--- src/source/analog_pkg.sv ---
// --------------------
// Analog path shared definitions
// --------------------

package analog_pkg;

  // --------------------
  // sample path
  localparam int ADC_W = 14;                    // ADC and DAC code width
  localparam int SUM_W = 15;                    // mixer sum before saturation

  typedef logic signed [ADC_W-1:0] sample_t;    // two's complement sample

  // --------------------
  // system bus
  localparam int BUS_AW = 32;                   // address width
  localparam int BUS_DW = 32;                   // data width

  localparam int REGION_LSB  = 20;              // region field starts here
  localparam int REGION_W    = 3;               // region field width
  localparam int NUM_REGIONS = 8;               // 2**REGION_W regions
  localparam int CTRL_REGION = 0;               // ctrl_regs lives here

  localparam int OFFSET_W = 20;                 // byte offset inside a region

  // --------------------
  // ctrl_regs map
  localparam logic [OFFSET_W-1:0] REG_LED      = 20'h00;  // led pattern
  localparam logic [OFFSET_W-1:0] REG_OFFSET_A = 20'h04;  // channel a offset
  localparam logic [OFFSET_W-1:0] REG_OFFSET_B = 20'h08;  // channel b offset
  localparam logic [OFFSET_W-1:0] REG_ID       = 20'h0C;  // identity, read only

  localparam logic [BUS_DW-1:0] ANALOG_ID = 32'h5250_0001;  // identity word

  localparam int LED_W = 8;                     // board leds

endpackage

--- src/source/adc_frontend.sv ---
// --------------------
// ADC front end
// --------------------

`timescale 1ns/1ps

module adc_frontend (
  input  logic                          adc_clk,      // sample clock
  input  logic                          rst_i,        // sync reset, active high
  input  logic [analog_pkg::ADC_W-1:0]  adc_dat_a_i,  // raw code ch a
  input  logic [analog_pkg::ADC_W-1:0]  adc_dat_b_i,  // raw code ch b
  output analog_pkg::sample_t           adc_a_o,      // converted ch a
  output analog_pkg::sample_t           adc_b_o       // converted ch b
);

  // ADC delivers unsigned negative-slope codes
  // keeping the msb and flipping the rest gives two's complement
  function automatic analog_pkg::sample_t neg_to_twos(
    input logic [analog_pkg::ADC_W-1:0] raw
  );
    analog_pkg::sample_t smp;
    smp = {raw[analog_pkg::ADC_W-1], ~raw[analog_pkg::ADC_W-2:0]};  // msb kept
    return smp;
  endfunction

  // --------------------
  // input register stage
  always_ff @(posedge adc_clk) begin
    if (rst_i) begin
      adc_a_o <= '0;                            // zero sample
      adc_b_o <= '0;
    end else begin
      adc_a_o <= neg_to_twos(adc_dat_a_i);      // one sample per clock
      adc_b_o <= neg_to_twos(adc_dat_b_i);
    end
  end

endmodule

--- src/source/analog_top.sv ---
// --------------------
// Analog path top level
// --------------------

`timescale 1ns/1ps

module analog_top #(
  parameter int DELAY_DEPTH = 4                 // delay line stages
) (
  input  logic                           adc_clk,      // ADC data clock
  input  logic                           rst_i,        // sync reset, active high
  // ADC and DAC
  input  logic [analog_pkg::ADC_W-1:0]   adc_dat_a_i,  // raw ch a
  input  logic [analog_pkg::ADC_W-1:0]   adc_dat_b_i,  // raw ch b
  output logic [analog_pkg::ADC_W-1:0]   dac_dat_a_o,  // DAC ch a
  output logic [analog_pkg::ADC_W-1:0]   dac_dat_b_o,  // DAC ch b
  output logic [analog_pkg::LED_W-1:0]   led_o,        // board leds
  // system bus
  input  logic [analog_pkg::BUS_AW-1:0]  sys_addr_i,
  input  logic [analog_pkg::BUS_DW-1:0]  sys_wdata_i,
  input  logic                           sys_wen_i,
  input  logic                           sys_ren_i,
  output logic [analog_pkg::BUS_DW-1:0]  sys_rdata_o,
  output logic                           sys_err_o,
  output logic                           sys_ack_o
);

  analog_pkg::sample_t adc_a, adc_b;            // front end out
  analog_pkg::sample_t dly_a, dly_b;            // delay line out
  analog_pkg::sample_t offset_a, offset_b;      // from ctrl_regs

  logic                          ctrl_wen, ctrl_ren;
  logic [analog_pkg::BUS_DW-1:0] ctrl_rdata;
  logic                          ctrl_err, ctrl_ack;

  // --------------------
  // sample path
  adc_frontend i_frontend (
    .adc_clk     (adc_clk),
    .rst_i       (rst_i),
    .adc_dat_a_i (adc_dat_a_i),
    .adc_dat_b_i (adc_dat_b_i),
    .adc_a_o     (adc_a),
    .adc_b_o     (adc_b)
  );

  sample_delay #(.DELAY_DEPTH(DELAY_DEPTH)) i_delay (
    .adc_clk (adc_clk),
    .rst_i   (rst_i),
    .in_a_i  (adc_a),
    .in_b_i  (adc_b),
    .out_a_o (dly_a),
    .out_b_o (dly_b)
  );

  dac_mixer i_mixer (
    .adc_clk     (adc_clk),
    .rst_i       (rst_i),
    .smp_a_i     (dly_a),
    .smp_b_i     (dly_b),
    .offset_a_i  (offset_a),
    .offset_b_i  (offset_b),
    .dac_dat_a_o (dac_dat_a_o),
    .dac_dat_b_o (dac_dat_b_o)
  );

  // --------------------
  // bus side
  sys_bus_decoder i_decoder (
    .adc_clk      (adc_clk),
    .rst_i        (rst_i),
    .sys_addr_i   (sys_addr_i),
    .sys_wen_i    (sys_wen_i),
    .sys_ren_i    (sys_ren_i),
    .sys_rdata_o  (sys_rdata_o),
    .sys_err_o    (sys_err_o),
    .sys_ack_o    (sys_ack_o),
    .ctrl_wen_o   (ctrl_wen),
    .ctrl_ren_o   (ctrl_ren),
    .ctrl_rdata_i (ctrl_rdata),
    .ctrl_err_i   (ctrl_err),
    .ctrl_ack_i   (ctrl_ack)
  );

  ctrl_regs i_ctrl (
    .adc_clk    (adc_clk),
    .rst_i      (rst_i),
    .reg_addr_i (sys_addr_i[analog_pkg::OFFSET_W-1:0]),  // offset inside region 0
    .wdata_i    (sys_wdata_i),
    .wen_i      (ctrl_wen),
    .ren_i      (ctrl_ren),
    .rdata_o    (ctrl_rdata),
    .err_o      (ctrl_err),
    .ack_o      (ctrl_ack),
    .led_o      (led_o),
    .offset_a_o (offset_a),
    .offset_b_o (offset_b)
  );

endmodule

--- src/source/ctrl_regs.sv ---
// --------------------
// Control registers
// --------------------

`timescale 1ns/1ps

module ctrl_regs (
  input  logic                             adc_clk,     // bus clock
  input  logic                             rst_i,       // sync reset, active high
  input  logic [analog_pkg::OFFSET_W-1:0]  reg_addr_i,  // offset inside region
  input  logic [analog_pkg::BUS_DW-1:0]    wdata_i,     // write data
  input  logic                             wen_i,       // write strobe
  input  logic                             ren_i,       // read strobe
  output logic [analog_pkg::BUS_DW-1:0]    rdata_o,     // read data
  output logic                             err_o,       // bad access
  output logic                             ack_o,       // answer pulse
  output logic [analog_pkg::LED_W-1:0]     led_o,       // led pattern
  output analog_pkg::sample_t              offset_a_o,  // mixer offset ch a
  output analog_pkg::sample_t              offset_b_o   // mixer offset ch b
);

  localparam int DW = analog_pkg::BUS_DW;
  localparam int AW = analog_pkg::ADC_W;
  localparam int LW = analog_pkg::LED_W;

  logic [LW-1:0]       led_q;
  analog_pkg::sample_t offset_a_q;
  analog_pkg::sample_t offset_b_q;
  logic [DW-1:0]       rd_val;                  // decoded read value
  logic                rd_bad;                  // unknown offset on read
  logic                wr_bad;                  // unknown or read-only on write

  // --------------------
  // address decode
  always_comb begin
    rd_val = '0;
    rd_bad = 1'b0;
    wr_bad = 1'b0;
    case (reg_addr_i)
      analog_pkg::REG_LED: begin
        rd_val = {{(DW-LW){1'b0}}, led_q};      // zero extended
      end
      analog_pkg::REG_OFFSET_A: begin
        rd_val = {{(DW-AW){offset_a_q[AW-1]}}, offset_a_q};  // sign extended
      end
      analog_pkg::REG_OFFSET_B: begin
        rd_val = {{(DW-AW){offset_b_q[AW-1]}}, offset_b_q};
      end
      analog_pkg::REG_ID: begin
        rd_val = analog_pkg::ANALOG_ID;
        wr_bad = 1'b1;                          // identity is read only
      end
      default: begin
        rd_bad = 1'b1;
        wr_bad = 1'b1;
      end
    endcase
  end

  // --------------------
  // registers and answer
  always_ff @(posedge adc_clk) begin
    if (rst_i) begin
      led_q      <= '0;
      offset_a_q <= '0;
      offset_b_q <= '0;
      ack_o      <= 1'b0;
      err_o      <= 1'b0;
    end else begin
      if (wen_i && !wr_bad) begin
        case (reg_addr_i)
          analog_pkg::REG_LED:      led_q      <= wdata_i[LW-1:0];
          analog_pkg::REG_OFFSET_A: offset_a_q <= $signed(wdata_i[AW-1:0]);  // low bits only
          analog_pkg::REG_OFFSET_B: offset_b_q <= $signed(wdata_i[AW-1:0]);
          default:                  led_q      <= led_q;
        endcase
      end
      ack_o <= wen_i | ren_i;                   // always one cycle later
      err_o <= (wen_i & wr_bad) | (ren_i & rd_bad);
    end
  end

  always_ff @(posedge adc_clk) begin
    rdata_o <= ren_i ? rd_val : '0;             // writes answer with zero
  end

  assign led_o      = led_q;
  assign offset_a_o = offset_a_q;
  assign offset_b_o = offset_b_q;

  a_ack_after_strobe: assert property (@(posedge adc_clk) disable iff (rst_i)
    ack_o |-> $past(wen_i || ren_i))
    else $error("ctrl_regs: ack without a strobe in the previous cycle");

endmodule

--- src/source/dac_mixer.sv ---
// --------------------
// DAC mixer
// --------------------

`timescale 1ns/1ps

module dac_mixer (
  input  logic                          adc_clk,      // sample clock
  input  logic                          rst_i,        // sync reset, active high
  input  analog_pkg::sample_t           smp_a_i,      // delayed ch a
  input  analog_pkg::sample_t           smp_b_i,      // delayed ch b
  input  analog_pkg::sample_t           offset_a_i,   // bus offset ch a
  input  analog_pkg::sample_t           offset_b_i,   // bus offset ch b
  output logic [analog_pkg::ADC_W-1:0]  dac_dat_a_o,  // DAC code ch a
  output logic [analog_pkg::ADC_W-1:0]  dac_dat_b_o   // DAC code ch b
);

  localparam int AW = analog_pkg::ADC_W;
  localparam int SW = analog_pkg::SUM_W;

  localparam logic [AW-1:0] CODE_POS = '0;      // code of +8191
  localparam logic [AW-1:0] CODE_NEG = '1;      // code of -8192

  logic [SW-1:0] sum_a;                         // one guard bit
  logic [SW-1:0] sum_b;

  assign sum_a = {smp_a_i[AW-1], smp_a_i} + {offset_a_i[AW-1], offset_a_i};
  assign sum_b = {smp_b_i[AW-1], smp_b_i} + {offset_b_i[AW-1], offset_b_i};

  // clamp to 14 bits, then back to negative-slope DAC code
  function automatic logic [AW-1:0] to_dac(input logic [SW-1:0] sum);
    logic [AW-1:0] sat;
    if (^sum[SW-1 -: 2]) begin
      sat = {sum[SW-1], {(AW-1){~sum[SW-1]}}};  // top two bits differ, overflow
    end else begin
      sat = sum[AW-1:0];
    end
    return {sat[AW-1], ~sat[AW-2:0]};           // msb kept, rest flipped
  endfunction

  // --------------------
  // output register
  always_ff @(posedge adc_clk) begin
    if (rst_i) begin
      dac_dat_a_o <= to_dac('0);                // code for sample 0
      dac_dat_b_o <= to_dac('0);
    end else begin
      dac_dat_a_o <= to_dac(sum_a);
      dac_dat_b_o <= to_dac(sum_b);
    end
  end

  // an overflowing sum must land on the matching full-scale code
  a_sat_a: assert property (@(posedge adc_clk) disable iff (rst_i)
    (^sum_a[SW-1 -: 2]) |=> dac_dat_a_o == ($past(sum_a[SW-1]) ? CODE_NEG : CODE_POS))
    else $error("dac_mixer: ch a saturation out of range");
  a_sat_b: assert property (@(posedge adc_clk) disable iff (rst_i)
    (^sum_b[SW-1 -: 2]) |=> dac_dat_b_o == ($past(sum_b[SW-1]) ? CODE_NEG : CODE_POS))
    else $error("dac_mixer: ch b saturation out of range");

endmodule

--- src/source/sample_delay.sv ---
// --------------------
// Sample delay line
// --------------------

`timescale 1ns/1ps

module sample_delay #(
  parameter int DELAY_DEPTH = 4                 // stages per channel
) (
  input  logic                 adc_clk,         // sample clock
  input  logic                 rst_i,           // sync reset, active high
  input  analog_pkg::sample_t  in_a_i,          // ch a from front end
  input  analog_pkg::sample_t  in_b_i,          // ch b from front end
  output analog_pkg::sample_t  out_a_o,         // ch a, delayed
  output analog_pkg::sample_t  out_b_o          // ch b, delayed
);

  localparam int PAIR_W = 2 * analog_pkg::ADC_W;  // both channels side by side

  logic [PAIR_W-1:0] line_q [DELAY_DEPTH];      // stage 0 is the newest

  // --------------------
  // shift line, both channels move together
  always_ff @(posedge adc_clk) begin
    if (rst_i) begin
      for (int i = 0; i < DELAY_DEPTH; i++) begin
        line_q[i] <= '0;                        // flush to zero samples
      end
    end else begin
      line_q[0] <= {in_a_i, in_b_i};            // a in the upper half
      for (int i = 1; i < DELAY_DEPTH; i++) begin
        line_q[i] <= line_q[i-1];
      end
    end
  end

  assign out_a_o = line_q[DELAY_DEPTH-1][PAIR_W-1 -: analog_pkg::ADC_W];  // oldest
  assign out_b_o = line_q[DELAY_DEPTH-1][analog_pkg::ADC_W-1:0];

  // a zero-depth line would have no stage to read from
  a_depth: assert property (@(posedge adc_clk) DELAY_DEPTH >= 1)
    else $error("sample_delay: DELAY_DEPTH must be at least 1");

endmodule

--- src/source/sys_bus_decoder.sv ---
// --------------------
// System bus decoder
// --------------------

`timescale 1ns/1ps

module sys_bus_decoder (
  input  logic                           adc_clk,       // bus runs on sample clock
  input  logic                           rst_i,         // active-high sync reset
  input  logic [analog_pkg::BUS_AW-1:0]  sys_addr_i,    // byte address
  input  logic                           sys_wen_i,     // write strobe
  input  logic                           sys_ren_i,     // read strobe
  output logic [analog_pkg::BUS_DW-1:0]  sys_rdata_o,   // read data
  output logic                           sys_err_o,     // error flag
  output logic                           sys_ack_o,     // one-cycle answer
  output logic                           ctrl_wen_o,    // strobes for region 0
  output logic                           ctrl_ren_o,
  input  logic [analog_pkg::BUS_DW-1:0]  ctrl_rdata_i,  // region 0 answer
  input  logic                           ctrl_err_i,
  input  logic                           ctrl_ack_i
);

  logic [analog_pkg::REGION_W-1:0] region;      // address region field
  logic                            ctrl_sel;    // ctrl_regs region addressed
  logic                            ctrl_sel_q;  // pending request goes to ctrl_regs
  logic                            strobe;
  logic                            idle_ack_q;  // answer for empty regions

  assign region   = sys_addr_i[analog_pkg::REGION_LSB +: analog_pkg::REGION_W];
  assign ctrl_sel = (region == analog_pkg::CTRL_REGION);
  assign strobe   = sys_wen_i | sys_ren_i;

  assign ctrl_wen_o = sys_wen_i & ctrl_sel;    // gated to ctrl_regs
  assign ctrl_ren_o = sys_ren_i & ctrl_sel;

  // --------------------
  // request tracking
  always_ff @(posedge adc_clk) begin
    if (rst_i) begin
      ctrl_sel_q <= 1'b0;
      idle_ack_q <= 1'b0;
    end else begin
      if (strobe) begin
        ctrl_sel_q <= ctrl_sel;                 // remember who answers
      end
      idle_ack_q <= strobe & ~ctrl_sel;         // regions 1..7
    end
  end

  // --------------------
  // answer mux
  always_comb begin
    if (ctrl_sel_q) begin
      sys_rdata_o = ctrl_rdata_i;
      sys_err_o   = ctrl_err_i;
      sys_ack_o   = ctrl_ack_i;
    end else begin
      sys_rdata_o = '0;                         // unused regions read zero
      sys_err_o   = 1'b0;
      sys_ack_o   = idle_ack_q;
    end
  end

  a_one_strobe: assert property (@(posedge adc_clk) disable iff (rst_i)
    !(sys_wen_i && sys_ren_i))
    else $error("sys_bus_decoder: write and read strobe together");

endmodule

--- config.mk ---
export PLATFORM = sky130hd
export DESIGN_NAME = analog_top
export DESIGN_NICKNAME = d
export VERILOG_FILES = /design/src/source/analog_pkg.sv /design/src/source/adc_frontend.sv /design/src/source/analog_top.sv /design/src/source/ctrl_regs.sv /design/src/source/dac_mixer.sv /design/src/source/sample_delay.sv /design/src/source/sys_bus_decoder.sv
export SDC_FILE = /design/constraint.sdc
export NUM_CORES = 1
export LEC_CHECK = 0
export BUFFER_PORTS_ARGS = -buffer_cell sky130_fd_sc_hd__buf_2
export CAP_MARGIN = 10
export CORE_MARGIN = 5
export CORE_UTILIZATION = 55
export DETAILED_ROUTE_END_ITERATION = 6
export GPL_TIMING_DRIVEN = 0
export PLACE_DENSITY = 0.78
export SYNTH_ARGS = -nofsm -noshare
export SYNTH_HDL_FRONTEND = slang
export SYNTH_HIERARCHICAL = 1
export SYNTH_SLANG_ARGS = --single-unit
--- constraint.sdc ---
create_clock -name adc_clk -period 7.3 [get_ports adc_clk]
set_clock_uncertainty 0.1 [all_clocks]
set_input_delay 0 -clock adc_clk [delete_from_list [all_inputs] [get_ports adc_clk]]
set_output_delay 0 -clock adc_clk [all_outputs]
set_load 0.005 [all_outputs]
==> key figures <==
Route
  • Post-Route WL: ~22000 um
  • Remaining DRCs: 0
  • Avg WL per Cell: 15.6 um
  • Via/cell ratio: 5.20
  • Post-route ant nets: 0
  • Initial DRC Count: 530
  • Via Count: between 7000 and 8000
  • Router iterations before antenna repair: 6

Global route
  • Met3 Track Usage GR: roughly 4.3%
  • Met1 Use GR: between 20% and 30%
  • Number of global-route vias before repair: roughly 6700
  • GRT overflow: 0
  • Largest net degree at the start of global routing: 15
  • Total GRT Usage: between 20% and 30%
  • Most Crowded Layer GR: met2
  • Initial antenna violation count: 2
  • GR Util met2: between 30 and 40%
  • First-pass GRT wire length: about 34000 um

Placement
  • DP HPWL: roughly 14000 um
  • Placer Congestion: 0.913
  • PortBufs: between 100 and 150

Clock network
  • Postcts setup bufs: 0
  • Clock latency on the worst-skew pair: about 0.50 ns
  • CTS clk-pin slew, worst paths: ~0.060 ns
  • H-tree depth: 1
  • Max Root-Sink Buffers: 3
  • CTS tree: yes
  • Inserted Clock Buffers: 22
  • Root buffer cell: clkbuf_16
  • Total clock sinks: roughly 220

Job
  • Max Cap Viol: 0

Worst setup path
  • Startpoint types: flop
  • Crit path arrival time: approximately 3.1 ns
  • Worst endpoint required time: roughly 7.6 ns
  • Crit. End Element: flop
  • WS Path Type: flop to flop
  • Crit Path Max Fanout: 4

Power and ir drop
  • Peak VDD IR: around 260 uV
  • Pwr dens: ~230 mW/mm^2
  • Static leakage: approximately 4.9 nW

Timing
  • RSZ-0062 raised after global routing: no
  • Crit share post-route: between 30% and 40%
  • TNS Setup: 0 ns
  • Fmax: roughly 360 MHz
  • Final hold violations: 0
  • Hold WS: about 0.028 ns
  • Max-slew violation count: 0
  • Worst rel slew slack: roughly three fifths
  • Actual slew at the worst max-slew pin: slightly below 0.6 ns
  • Final setup violation count: 0
  • Period minus WS final: 2.80 ns

Synthesis
  • Syn_area_per_cell: 9.78 um^2
  • Seq/Total Area, Yosys: 50.2%
  • Mapped Nets: around 1000
  • Synth async-reset ratio: 0%
  • Yosys warns: 6
  • Synthesized area: 0.00890 mm^2
  • Synth area leaders: dfxtp_1 50%, nor2b_1 8.4%, ha_1 3.9%
  • Top-area cell type share of the netlist area: 50.2%
  • Ys flop type: dfxtp_1
  • Synth unique cells: 71
  • Cells after Synth: slightly above 900
  • Post-synth EDFFs: 0
  • Top-count cell post-synth: dfxtp_1
  • Commonest cells post-synth: 223 x dfxtp_1, 119 x nor2b_1, 69 x a21oi_1, 64 x nor2_1, 51 x o21ai_0
  • Post-synthesis register bit count: ~220
  • Synth area leader: dfxtp_1

Die
  • Die footprint: around 0.019 mm^2
  • Die height: 137 um
  • I/O Pins: 166
  • Core box area: ~0.016 mm^2
  • # rows: 46
  • Initial core utilization: a little under three fifths
  • Die Width: 137 um

Hold path
  • HP Class: input pin to flop

Finish
  • Final nets: 1271
  • Fill count: between 1000 and 1500
  • Area Growth Syn to Fin: 27.9%
  • Share of post-route cells with drive strength above 1: between 20 and 25%

Status
  • Status: completed
kinds of logic (layout without fill, tap and decap cells):
| logic type | after synthesis | in the layout | synth area share [%] |
|---|---|---|---|
| AOI/OAI and AO/OA | 185 | 185 | 12.9 |
| xor gates and xnor gates | 17 | 17 | 1.67 |
| adders and majority gates | 30 | 30 | 4.39 |
| buffers and inverters | 86 | 335 | 5.88 |
| DFF | 223 | 223 | 50.2 |
| muxes | 21 | 21 | 2.53 |
| other | 0 | 2 | 0 |
| and+or+nand+nor | 348 | 348 | 22.5 |
final cells by class:
cell class / count / area (um^2) / area share (%)
buffer: 72 / 470 / 4.13
antenna: 2 / 5.00 / 0.0440
tap: 216 / 270 / 2.37
sequential: 223 / 4460 / 39.2
clock inverter: 8 / 145 / 1.28
clock buffer: 30 / 642 / 5.64
timing repair buffer: 211 / 1420 / 12.5
multi-input combinational: 601 / 3910 / 34.4
inverter: 14 / 52.6 / 0.462
path summary, 6_finish.rpt:
| kind | startpoint | endpoint | slack [ns] | depth (start not counted) |
|---|---|---|---|---|
| hold / removal | sys_addr_i[20] | i_ctrl/err_o | 0.03 | 5 |
| hold reg to reg | i_frontend/adc_b_o[12] | i_delay/line_q[0][12] | 0.33 | 1 |
| setup / recovery | i_ctrl/offset_b_o[0] | i_mixer/dac_dat_b_o[8] | 4.50 | 10 |
| setup reg to reg | i_ctrl/offset_b_o[0] | i_mixer/dac_dat_b_o[8] | 4.50 | 10 |
placed cells by master (no fill, tap or decap), drive strengths merged, types with 6 or more instances in the layout:
cell type and count:
nand2 20, inv 14, xnor2 9, clkbuf 47
and4 6, nand2b 21, mux2i 19, a21o 12
nor3 8, o21ai 54, and2 39, nor2b 120
dfxtp 223, ha 28, nand4 9, nand3 40
a21oi 73, xor2 8, dlygate4sd3 73, nor2 66
a221o 7, buf 193
registers in the layout, indices dropped and copies added (netlist names), 8 cells and up:
register / cells
i_delay/line_q: 112
i_ctrl/rdata_o: 15
i_ctrl/offset_a_o: 14
i_ctrl/offset_b_o: 14
i_frontend/adc_a_o: 14
i_frontend/adc_b_o: 14
i_mixer/dac_dat_a_o: 14
i_mixer/dac_dat_b_o: 14
i_ctrl/led_o: 8
per-layer routing:
metal  vias to the layer above  routed length [um]
li1                       3558                   -
met1                      3209                8690
met2                       347               10400
met3                        50                1890
met4                         0                 566
met5                         -                   0
critical path: stages, from the launching register on:
cell and delay (ns):
dfxtp_1 0.38, ha_1 0.19, inv_1 0.06, fa_1 0.39, nand2b_1 0.18, a21oi_1 0.26, nor2_1 0.15, o21ai_0 0.22
xor2_1 0.27, a21oi_1 0.11, a221o_1 0.35
where the power goes:
| group | leakage, nW | internal [mW] | switching, mW |
|---|---|---|---|
| logic | 2.69 | 0.0640 | 0.0589 |
| registers | 1.81 | 1.24 | 0.00569 |
| clock network | 0.380 | 0.755 | 0.443 |
what timing repair did:
action	CTS	global route
resized for setup	0	0
endpoints found under the hold margin	78	0
hold buffers	73	0
metrics by stage:
step | total power [mW] | std cells | utilization (%) | setup WS [ns] | area (um^2)
4_1_cts | 2.58 | 1375 | 71.6 | 4.55 | 11400
5_1_grt | 2.66 | 1377 | 71.7 | 4.35 | 11400
6_report | 2.57 | 1377 | 71.7 | 4.50 | 11400
3_5_place_dp | 1.36 | 1264 | 62.1 | 4.57 | 9860
2_1_floorplan | 1.32 | 910 | - | 4.87 | 8900
3_3_place_gp | 1.36 | 1264 | 62.1 | 4.60 | 9860
Power figures use the tool's default switching activity.
